<file path="config.mk">
export PLATFORM = sky130hd
export DESIGN_NAME = axi_delayer
export DESIGN_NICKNAME = d
export VERILOG_FILES = /design/src/axi_delay_pkg.sv /design/src/axi_delayer.sv /design/src/chan_delay.sv /design/src/stall_lfsr.sv
export VERILOG_INCLUDE_DIRS = /design/src
export SDC_FILE = /design/constraint.sdc
export NUM_CORES = 1
export LEC_CHECK = 0
export BUFFER_PORTS_ARGS = -buffer_cell sky130_fd_sc_hd__buf_2
export CAP_MARGIN = 10
export CELL_PAD_IN_SITES_DETAIL_PLACEMENT = 1
export CELL_PAD_IN_SITES_GLOBAL_PLACEMENT = 2
export CORE_ASPECT_RATIO = 1.2
export CORE_MARGIN = 5
export CORE_UTILIZATION = 25
export DETAILED_ROUTE_END_ITERATION = 16
export GPL_TIMING_DRIVEN = 0
export PLACE_DENSITY = 0.64
export SLEW_MARGIN = 20
export SYNTH_ARGS = -nofsm -noshare
export SYNTH_HDL_FRONTEND = slang
export SYNTH_SLANG_ARGS = --single-unit
export TNS_END_PERCENT = 1
</file>
<file path="constraint.sdc">
create_clock -name clk -period 4.4 [get_ports clk]
set_input_delay 0 -clock clk [delete_from_list [all_inputs] [get_ports clk]]
set_output_delay 0 -clock clk [all_outputs]
set_load 0.01 [all_outputs]
</file>
<file path="src/axi_delay_macros.svh">
// widths and LFSR seeds for the AXI delayer, include wherever a width or seed is needed
`ifndef AXI_DELAY_MACROS_SVH
`define AXI_DELAY_MACROS_SVH

// AXI field widths
`define AXI_ID_W    4
`define AXI_ADDR_W  32
`define AXI_DATA_W  32
`define AXI_LEN_W   8

// delay value width, max wait is 2**DELAY_W - 1 cycles
`define DELAY_W     4

// base LFSR seed, must stay nonzero
// each channel stage adds its own offset
`define LFSR_SEED_BASE 16'hACE1

`endif

</file>
<file path="src/axi_delay_pkg.sv">
// shared enum types for the AXI delayer, imported by the RTL and the testbench
package axi_delay_pkg;

  // where a stage gets its delay from
  typedef enum logic {
    DELAY_FIXED  = 1'b0,
    DELAY_RANDOM = 1'b1
  } delay_mode_e;

  // channel stage FSM
  typedef enum logic [1:0] {
    ST_IDLE    = 2'd0,
    ST_WAIT    = 2'd1,
    ST_PRESENT = 2'd2
  } stage_state_e;

  // AXI B/R response codes
  typedef enum logic [1:0] {
    RESP_OKAY   = 2'b00,
    RESP_EXOKAY = 2'b01,
    RESP_SLVERR = 2'b10,
    RESP_DECERR = 2'b11
  } resp_e;

endpackage

</file>
<file path="src/axi_delayer.sv">
// AXI delayer top, put between a master and memory to delay each of the five channels
`include "axi_delay_macros.svh"

module axi_delayer
  import axi_delay_pkg::*;
(
  input  logic                   clk,
  input  logic                   reset_i,
  input  delay_mode_e            delay_mode_i,
  input  logic [`DELAY_W-1:0]    fixed_delay_i,

  // slave side, faces the master
  input  logic                   aw_valid_i,
  input  logic [`AXI_ID_W-1:0]   aw_id_i,
  input  logic [`AXI_ADDR_W-1:0] aw_addr_i,
  input  logic [`AXI_LEN_W-1:0]  aw_len_i,
  output logic                   aw_ready_o,
  input  logic                   w_valid_i,
  input  logic [`AXI_DATA_W-1:0] w_data_i,
  input  logic [`AXI_DATA_W/8-1:0] w_strb_i,
  input  logic                   w_last_i,
  output logic                   w_ready_o,
  input  logic                   ar_valid_i,
  input  logic [`AXI_ID_W-1:0]   ar_id_i,
  input  logic [`AXI_ADDR_W-1:0] ar_addr_i,
  input  logic [`AXI_LEN_W-1:0]  ar_len_i,
  output logic                   ar_ready_o,
  output logic                   b_valid_o,
  output logic [`AXI_ID_W-1:0]   b_id_o,
  output resp_e                  b_resp_o,
  input  logic                   b_ready_i,
  output logic                   r_valid_o,
  output logic [`AXI_ID_W-1:0]   r_id_o,
  output logic [`AXI_DATA_W-1:0] r_data_o,
  output resp_e                  r_resp_o,
  output logic                   r_last_o,
  input  logic                   r_ready_i,

  // master side, faces memory
  output logic                   m_aw_valid_o,
  output logic [`AXI_ID_W-1:0]   m_aw_id_o,
  output logic [`AXI_ADDR_W-1:0] m_aw_addr_o,
  output logic [`AXI_LEN_W-1:0]  m_aw_len_o,
  input  logic                   m_aw_ready_i,
  output logic                   m_w_valid_o,
  output logic [`AXI_DATA_W-1:0] m_w_data_o,
  output logic [`AXI_DATA_W/8-1:0] m_w_strb_o,
  output logic                   m_w_last_o,
  input  logic                   m_w_ready_i,
  output logic                   m_ar_valid_o,
  output logic [`AXI_ID_W-1:0]   m_ar_id_o,
  output logic [`AXI_ADDR_W-1:0] m_ar_addr_o,
  output logic [`AXI_LEN_W-1:0]  m_ar_len_o,
  input  logic                   m_ar_ready_i,
  input  logic                   m_b_valid_i,
  input  logic [`AXI_ID_W-1:0]   m_b_id_i,
  input  resp_e                  m_b_resp_i,
  output logic                   m_b_ready_o,
  input  logic                   m_r_valid_i,
  input  logic [`AXI_ID_W-1:0]   m_r_id_i,
  input  logic [`AXI_DATA_W-1:0] m_r_data_i,
  input  resp_e                  m_r_resp_i,
  input  logic                   m_r_last_i,
  output logic                   m_r_ready_o
);

  // packed payload widths per channel
  localparam int AX_W = `AXI_ID_W + `AXI_ADDR_W + `AXI_LEN_W;
  localparam int W_W  = `AXI_DATA_W + `AXI_DATA_W / 8 + 1;
  localparam int B_W  = `AXI_ID_W + 2;
  localparam int R_W  = `AXI_ID_W + `AXI_DATA_W + 2 + 1;

  logic [AX_W-1:0] aw_pl;
  logic [W_W-1:0]  w_pl;
  logic [B_W-1:0]  b_pl;
  logic [AX_W-1:0] ar_pl;
  logic [R_W-1:0]  r_pl;

  // forward channels, slave port upstream
  chan_delay #(.WIDTH(AX_W), .SEED(`LFSR_SEED_BASE + 16'h0011)) u_aw (
    .clk (clk), .reset_i (reset_i),
    .delay_mode_i (delay_mode_i), .fixed_delay_i (fixed_delay_i),
    .valid_i (aw_valid_i), .payload_i ({aw_id_i, aw_addr_i, aw_len_i}), .ready_o (aw_ready_o),
    .valid_o (m_aw_valid_o), .payload_o (aw_pl), .ready_i (m_aw_ready_i)
  );

  chan_delay #(.WIDTH(W_W), .SEED(`LFSR_SEED_BASE + 16'h0230)) u_w (
    .clk (clk), .reset_i (reset_i),
    .delay_mode_i (delay_mode_i), .fixed_delay_i (fixed_delay_i),
    .valid_i (w_valid_i), .payload_i ({w_data_i, w_strb_i, w_last_i}), .ready_o (w_ready_o),
    .valid_o (m_w_valid_o), .payload_o (w_pl), .ready_i (m_w_ready_i)
  );

  chan_delay #(.WIDTH(AX_W), .SEED(`LFSR_SEED_BASE + 16'h4500)) u_ar (
    .clk (clk), .reset_i (reset_i),
    .delay_mode_i (delay_mode_i), .fixed_delay_i (fixed_delay_i),
    .valid_i (ar_valid_i), .payload_i ({ar_id_i, ar_addr_i, ar_len_i}), .ready_o (ar_ready_o),
    .valid_o (m_ar_valid_o), .payload_o (ar_pl), .ready_i (m_ar_ready_i)
  );

  // response channels run the other way
  chan_delay #(.WIDTH(B_W), .SEED(`LFSR_SEED_BASE + 16'h0607)) u_b (
    .clk (clk), .reset_i (reset_i),
    .delay_mode_i (delay_mode_i), .fixed_delay_i (fixed_delay_i),
    .valid_i (m_b_valid_i), .payload_i ({m_b_id_i, m_b_resp_i}), .ready_o (m_b_ready_o),
    .valid_o (b_valid_o), .payload_o (b_pl), .ready_i (b_ready_i)
  );

  chan_delay #(.WIDTH(R_W), .SEED(`LFSR_SEED_BASE + 16'h7080)) u_r (
    .clk (clk), .reset_i (reset_i),
    .delay_mode_i (delay_mode_i), .fixed_delay_i (fixed_delay_i),
    .valid_i (m_r_valid_i),
    .payload_i ({m_r_id_i, m_r_data_i, m_r_resp_i, m_r_last_i}),
    .ready_o (m_r_ready_o),
    .valid_o (r_valid_o), .payload_o (r_pl), .ready_i (r_ready_i)
  );

  // unpack in the same field order as packed
  assign {m_aw_id_o, m_aw_addr_o, m_aw_len_o} = aw_pl;
  assign {m_w_data_o, m_w_strb_o, m_w_last_o} = w_pl;
  assign {m_ar_id_o, m_ar_addr_o, m_ar_len_o} = ar_pl;

  assign b_id_o   = b_pl[B_W-1:2];
  assign b_resp_o = resp_e'(b_pl[1:0]);

  assign r_id_o   = r_pl[R_W-1:R_W-`AXI_ID_W];
  assign r_data_o = r_pl[`AXI_DATA_W+2:3];
  assign r_resp_o = resp_e'(r_pl[2:1]);
  assign r_last_o = r_pl[0];

endmodule

</file>
<file path="src/chan_delay.sv">
// one-beat AXI channel stage that holds a beat for a fixed or random number of cycles
`include "axi_delay_macros.svh"

module chan_delay
  import axi_delay_pkg::*;
#(
  parameter int          WIDTH = 8,
  parameter logic [15:0] SEED  = `LFSR_SEED_BASE
) (
  input  logic                clk,
  input  logic                reset_i,

  // delay control
  input  delay_mode_e         delay_mode_i,
  input  logic [`DELAY_W-1:0] fixed_delay_i,

  // upstream side
  input  logic                valid_i,
  input  logic [WIDTH-1:0]    payload_i,
  output logic                ready_o,

  // downstream side
  output logic                valid_o,
  output logic [WIDTH-1:0]    payload_o,
  input  logic                ready_i
);

  stage_state_e        state_q;
  logic [`DELAY_W-1:0] cnt_q;
  logic [`DELAY_W-1:0] rand_delay;
  logic [`DELAY_W-1:0] delay_d;
  logic [WIDTH-1:0]    payload_q;
  logic                accept;

  stall_lfsr #(
    .SEED (SEED)
  ) u_lfsr (
    .clk     (clk),
    .reset_i (reset_i),
    .rand_o  (rand_delay)
  );

  // delay source picked at the capture edge
  assign delay_d = (delay_mode_i == DELAY_RANDOM) ? rand_delay : fixed_delay_i;

  assign accept = (state_q == ST_IDLE) && valid_i;

  always_ff @(posedge clk) begin
    if (reset_i) begin
      state_q <= ST_IDLE;
      cnt_q   <= '0;
    end else begin
      case (state_q)
        ST_IDLE: begin
          if (valid_i) begin
            state_q <= ST_WAIT;
            cnt_q   <= delay_d;
          end
        end
        ST_WAIT: begin
          // zero count means present on the next edge, so latency is 1+D
          if (cnt_q == '0) begin
            state_q <= ST_PRESENT;
          end else begin
            cnt_q <= cnt_q - 1'b1;
          end
        end
        ST_PRESENT: begin
          // hold until downstream takes the beat
          if (ready_i) begin
            state_q <= ST_IDLE;
          end
        end
        default: begin
          state_q <= ST_IDLE;
        end
      endcase
    end
  end

  // payload storage
  always_ff @(posedge clk) begin
    if (accept) begin
      payload_q <= payload_i;
    end
  end

  assign ready_o   = (state_q == ST_IDLE);
  assign valid_o   = (state_q == ST_PRESENT);
  assign payload_o = payload_q;

endmodule

</file>
<file path="src/stall_lfsr.sv">
// free-running pseudo-random source, one instance per channel stage for random delays
`include "axi_delay_macros.svh"

module stall_lfsr #(
  parameter logic [15:0] SEED = `LFSR_SEED_BASE
) (
  input  logic                clk,
  input  logic                reset_i,
  output logic [`DELAY_W-1:0] rand_o
);

  // Galois form, taps for x^16 + x^14 + x^13 + x^11 + 1
  localparam logic [15:0] TAPS = 16'hB400;

  logic [15:0] lfsr_q;

  always_ff @(posedge clk) begin
    if (reset_i) begin
      lfsr_q <= SEED;
    end else if (lfsr_q[0]) begin
      lfsr_q <= {1'b0, lfsr_q[15:1]} ^ TAPS;
    end else begin
      lfsr_q <= {1'b0, lfsr_q[15:1]};
    end
  end

  // low bits are enough for a short delay
  assign rand_o = lfsr_q[`DELAY_W-1:0];

endmodule

</file>
# After elaboration in Yosys (flattened, before gate mapping)
# Index checks and enable logic that the tools add are counted.
[word_totals] register_bits=280 word_cells=138 in_bits=187
[op_classes] reduce_logical=31 eq_ne=30 n_mux=45 addsub=5 bitwise_logic=6
[op_table] cell="16-bit 2-to-1 mux" n=4
[op_table] cell="4-bit 2-to-1 mux" n=15
[op_table] cell="4-bit one-hot mux with 2 select lines" n=5
[op_table] cell="2-bit 2-to-1 mux" n=15
[op_table] cell="2-bit one-hot mux with 3 select lines" n=5
[op_table] cell="3-bit AND reduction" n=10
[op_table] cell="4-bit zero test" n=5
[op_table] cell="2-bit by 1-bit != test with 1-bit output (second input constant)" n=10
[op_table] cell="2-bit != test (second input constant)" n=10
[op_table] cell="3-bit NOT with 4-bit output" n=5
[op_table] cell="4-bit by 1-bit subtractor with 4-bit output (second input constant)" n=5
[op_table] cell="14-bit 2-to-1 mux" n=1
[op_table] cell="2-bit by 1-bit == test with 1-bit output (second input constant)" n=5
[op_table] cell="2-bit == test (second input constant)" n=5
[op_table] cell="2-bit zero test" n=5
[op_table] cell="2-bit nonzero test" n=5
[op_table] cell="1-bit logical AND" n=5
[op_table] cell="2-bit OR reduction" n=1
[op_table] cell="1-bit NOT" n=1

# Depth between registers and ports, before layout
[depth] depth_word=3 ltp_mapped=5 ltp_nobuf=5

# Modules after synthesis
# From an unflattened synthesis, not the netlist that was laid out.
[unflattened] hier_cells=605 hier_area_um2=9728.1
[modules_own_cells] mod="chan_delay (u_ar ...)" instances=2 cells_per_inst=91 area_each_um2=1752.9
[modules_own_cells] mod="chan_delay (u_r)" instances=1 cells_per_inst=86 area_each_um2=1602.8
[modules_own_cells] mod="chan_delay (u_w)" instances=1 cells_per_inst=84 area_each_um2=1542.7
[modules_own_cells] mod="stall_lfsr (u_b.u_lfsr ...)" instances=3 cells_per_inst=40 area_each_um2=493.0
[modules_own_cells] mod="stall_lfsr (u_ar.u_lfsr ...)" instances=2 cells_per_inst=40 area_each_um2=494.2
[modules_own_cells] mod="chan_delay (u_b)" instances=1 cells_per_inst=53 area_each_um2=609.3

# Worst setup path before layout
# No wires, ideal clock.
[synth_path] kind="flip-flop to flip-flop" from="reg u_ar.state_q[0]" to="reg u_ar.payload_q[0], in the netlist u_ar.payload_o[0], enable pin" path_stages_with_launch=4 t_arrival_ps=1737 synth_period_minus_slack_ps=2143 required_ps=3994 n_path_buf=1 setup_slack_ps=2257 path_cell_list="dfxtp_1 -> buf_2 -> nor2_1 -> and2_1"
[synth_between] elab_chain_cells=2
[synth_lines] element="start, declared" line_no="chan_delay.sv:28" text="stage_state_e state_q;"
[synth_lines] element="start signal, assigned" line_no="chan_delay.sv:50" text="state_q <= ST_IDLE;"
[synth_lines] element="start signal, assigned" line_no="chan_delay.sv:56" text="state_q <= ST_WAIT;"
[synth_lines] element="start signal, assigned" line_no="chan_delay.sv:63" text="state_q <= ST_PRESENT;"
[synth_lines] element="2-bit zero test"
[synth_lines] element="named net ar_ready_o" line_no="axi_delayer.sv:27" text="output logic ar_ready_o,"
[synth_lines] element="1-bit logical AND" line_no="chan_delay.sv:46" text="assign accept = (state_q == ST_IDLE) && valid_i;"
[synth_lines] element="named net u_ar.accept" line_no="chan_delay.sv:33" text="logic accept;"
[synth_lines] element="end signal, assigned" line_no="chan_delay.sv:84" text="payload_q <= payload_i;"
[synth_lines] element="end, declared" line_no="chan_delay.sv:32" text="logic [WIDTH-1:0] payload_q;"
# The timed path passes the listed nets, and every way through them passes these cells.
# A chain may end at the register's enable or synchronous reset.

# Worst setup path in the final report
[layout_path] from="reg u_r.cnt_q[0]" to="reg u_r.cnt_q[0]"
[layout_between] elab_chain_cells=3
[layout_lines] element="start, declared" line_no="chan_delay.sv:29" text="logic [`DELAY_W-1:0] cnt_q;"
[layout_lines] element="start signal, assigned" line_no="chan_delay.sv:57" text="cnt_q <= delay_d;"
[layout_lines] element="start signal, assigned" line_no="chan_delay.sv:65" text="cnt_q <= cnt_q - 1'b1;"
[layout_lines] element="4-bit by 1-bit subtractor with 4-bit output or 4-bit zero test (tied branches)" line_no="chan_delay.sv:65, chan_delay.sv:62"
[layout_lines] element="4-bit 2-to-1 mux or 2-bit != test (tied branches)"
[layout_lines] element="4-bit one-hot mux with 2 select lines or 3-bit AND reduction (tied branches)"
# Several ways; a longest one is shown, not always the timed one. The select of a mux whose other input is x is not followed.

==> flow_metrics.py <==
metrics = {
    "clocking": {
        "clock_tree.buffer_depth": 3,
        "cts_resized": 0,
        "numCtsBuffers": 30,
        "clock_sinks": 280,
        "clk_latency_ns": 0.55,
        "cts_tree": "done",
        "htreeDepth": 1,
        "clkTransAtPathRegs_ns": 0.06,
        "root_buffer": "clkbuf_16",
        "post-cts-setup-buffer-count": 0,
    },
    "yosys": {
        "syn_area_per_cell_um2": 16.1,
        "ys_types": 48,
        "yosysWarningCount": 0,
        "synth_seq_cells": 280,
        "synthCells": 580,
        "syn-cell-area_um2": 9360,
        "synthArstFlopShare_pct": 0,
        "ys_seq_area_share_pct": 78.1,
        "ys.flop_type": "edfxtp_1",
        "syn-num-nets": 772,
        "synth_edf_count": 170,
    },
    "hold_path": {
        "hold_class": "input pin to register",
    },
    "die": {
        "row_count": 77,
        "die_h_um": 222,
        "pin_count": 367,
        "initial_core_util_pct": 25.4,
        "coreArea_um2": 36900,
        "die_width_um": 187,
        "die-area_um2": 41400,
    },
    "setup_path": {
        "r2r_slack_ns": 2.21,
        "arrival_ns": 2.68,
        "worstSetupPathDepth": 6,
        "path_buf_inv": 2,
        "critPathTopFamily": "simple AND/OR/NAND/NOR gates",
        "setup.worst_path.start": "u_r.cnt_q[0]",
        "slowest_delay_ns": 0.56,
        "cp_data_required_time_ns": 4.89,
        "reg2reg_from": "u_r.cnt_q[0]",
        "crit_path_end": "u_r.cnt_q[0]",
        "crit_path_end_kind": "register",
        "crit_slowest_cell": "dlygate4sd3_1",
        "reg2regPathDepth": 6,
        "r2r_end": "u_r.cnt_q[0]",
        "cp_cell_sequence": "inv_1, ha_1, and4bb_1, or4_1, a31oi_1, dlygate4sd3_1",
        "start_kind": "register",
        "worstSetupPathType": "register to register",
        "cp_max_fo": 7,
    },
    "power_and_ir_drop": {
        "p_leak_nw": 6.10,
        "power_density_nw_per_um2": 477,
        "ir_worst_vdd_mv": 0.237,
    },
    "detailed_routing": {
        "ant_nets": 0,
        "drtIter0Drc": 250,
        "met3_length_um": 1810,
        "vias_per_cell": 4.15,
        "routed-via-count": 6904,
        "wl_met2_um": 16800,
        "drt_wl_total_um": 30700,
        "routed.top_layer": "met5",
        "drtPass1Iterations": 4,
        "wl_met1_um": 11500,
        "drc": 0,
        "wire_per_inst_um": 18.5,
    },
    "timing": {
        "post-route-period-util_pct": 49.8,
        "worstMarginPinSlew_ns": 0.859,
        "fmax_mhz": 456,
        "finalSetupTns_ns": 0,
        "rsz0062_at_grt": "no",
        "fin_crit_ns": 2.19,
        "clock_skew_ns": 0.0110,
        "hold_viol_final": 0,
        "final_max_slew_viol_count": 0,
        "relSlewSlack_pct": 42.7,
        "final-setup-viol-count": 0,
    },
    "grt": {
        "grtUsageTotal_pct": 14.3,
        "grt_pass1_wl_um": 47000,
        "globalRoute.totalOverflow": 0,
        "antenna_found_initial": 4,
        "grt_max_degree": 33,
        "grt_pass1_vias": 7581,
    },
    "final_layout": {
        "final_cell_mix": "buf_2 (368), dlygate4sd3_1 (184), edfxtp_1 (170), dfxtp_1 (110), nor2b_1 (40)",
        "fillers": 3914,
        "final_nets": 1357,
        "final_common_cell": "buf_2",
        "area_growth_pct": 58.3,
        "design_area_um2": 14800,
        "drive_gt1_share_pct": 40.7,
        "instances_no_fill": 1665,
    },
    "place": {
        "finalWeightedCongestion": 0.784,
        "placedCellCount": 1423,
        "postPlaceCellArea_um2": 11900,
        "dpl.hpwl_um": 21500,
        "io_buffers": 365,
    },
    "status": {
        "status": "complete, no violations",
    },
    "job": {
        "maxCapViolations": 0,
    },
}
-- flip-flops by register name, summed over array words and instances, names as in the netlist, 4 cells and up --
signal              flops
u_ar.cnt_q              4
u_ar.payload_o         44
u_ar.u_lfsr.lfsr_q     16
u_aw.cnt_q              4
u_aw.payload_o         44
u_aw.u_lfsr.lfsr_q     16
u_b.cnt_q               4
u_b.payload_o           6
u_b.u_lfsr.lfsr_q      16
u_r.cnt_q               4
u_r.payload_o          39
u_r.u_lfsr.lfsr_q      16
u_w.cnt_q               4
u_w.payload_o          37
u_w.u_lfsr.lfsr_q      16
-- cells in the mapped netlist (all sizes together) (5+ instances only) --
cell type  count  share of area [%]
and2           6               0.40
o311ai         5               0.47
or4            8               0.64
mux2i         15                1.6
inv           22               0.88
ha             5               0.67
or3            9               0.60
a21oi          7               0.37
nand2         11               0.44
dfxtp        110                 24
nand2b         8               0.53
nor3b          5               0.40
clkbuf        11               0.44
a31oi          5               0.33
mux2          12                1.4
buf            8               0.68
nor2b         40                2.7
xnor2         15                1.4
o21bai         5               0.40
edfxtp       170                 55
or2           31                2.1
o21ai         13               0.70
nor2          17               0.68
-- through the flow --
step                util [%]  power, mW  hold slack [ns]  setup slack, ns
CTS                     40.1       7.17          0.00698             2.22
detailed placement      32.1       4.27            0.178             2.37
finish                  40.1       7.06           0.0297             2.21
floorplan                  -       3.80           0.0989             2.26
global route            40.1       7.39           0.0418             2.06
global placement        31.9       4.23            0.177             1.88
-- worst min-delay path: stages --
cell,delay (ns)
buf_2,0.16
mux2i_1,0.15
or4_1,0.13
a31oi_1,0.07
-- worst min-delay path by stage --
stage / start / endpoint / cells past startpoint
after floorplan: ar_len_i[0] / u_ar.payload_o[0] / 0
after global placement: m_r_data_i[8] / u_r.payload_o[11] / 1
after detailed placement: w_last_i / u_w.payload_o[0] / 1
after CTS: fixed_delay_i[0] / u_aw.cnt_q[0] / 4
after global routing: fixed_delay_i[3] / u_b.cnt_q[3] / 4
final: fixed_delay_i[0] / u_aw.cnt_q[0] / 4
-- layout make-up --
class	count	area (um^2)	area share (%)
diodes	2	5.00	0.0338
plain buffers	19	105	0.710
clock buffers	51	1020	6.90
clock inverters	5	77.6	0.524
inverters	22	82.6	0.558
multi-input cells	259	1870	12.6
flip-flops and latches	280	7310	49.3
well taps	474	593	4.01
repair buffers	553	3750	25.3
-- repair_timing --
item / CTS / global route
endpoints found under the setup margin: 0 / 0
hold buffers: 184 / 0
hold endpoints to repair: 195 / 0
-- cells by family after synthesis --
group / after synthesis / share of synthesized area, %
flops: 280 / 78.1
simple gates: 155 / 10.5
compound gates: 57 / 4.24
buf+inv: 41 / 2.01
mux: 27 / 3.05
xor+xnor: 15 / 1.40
fa+ha+maj: 5 / 0.669
-- report_power, final --
part	switching [mW]	internal, mW	total [mW]
registers	0.115	3.12	3.24
clock network	1.02	1.69	2.72
logic	0.582	0.525	1.11
total	1.72	5.34	7.06
-- routing by layer --
| layer | up-vias | global-route usage [%] |
|---|---|---|
| li1 | 3274 | - |
| met1 | 3372 | 15.6 |
| met2 | 209 | 27.3 |
| met3 | 45 | 3.59 |
| met4 | 4 | 3.72 |
| met5 | - | 0 |
(Power assumes the default switching activity.)
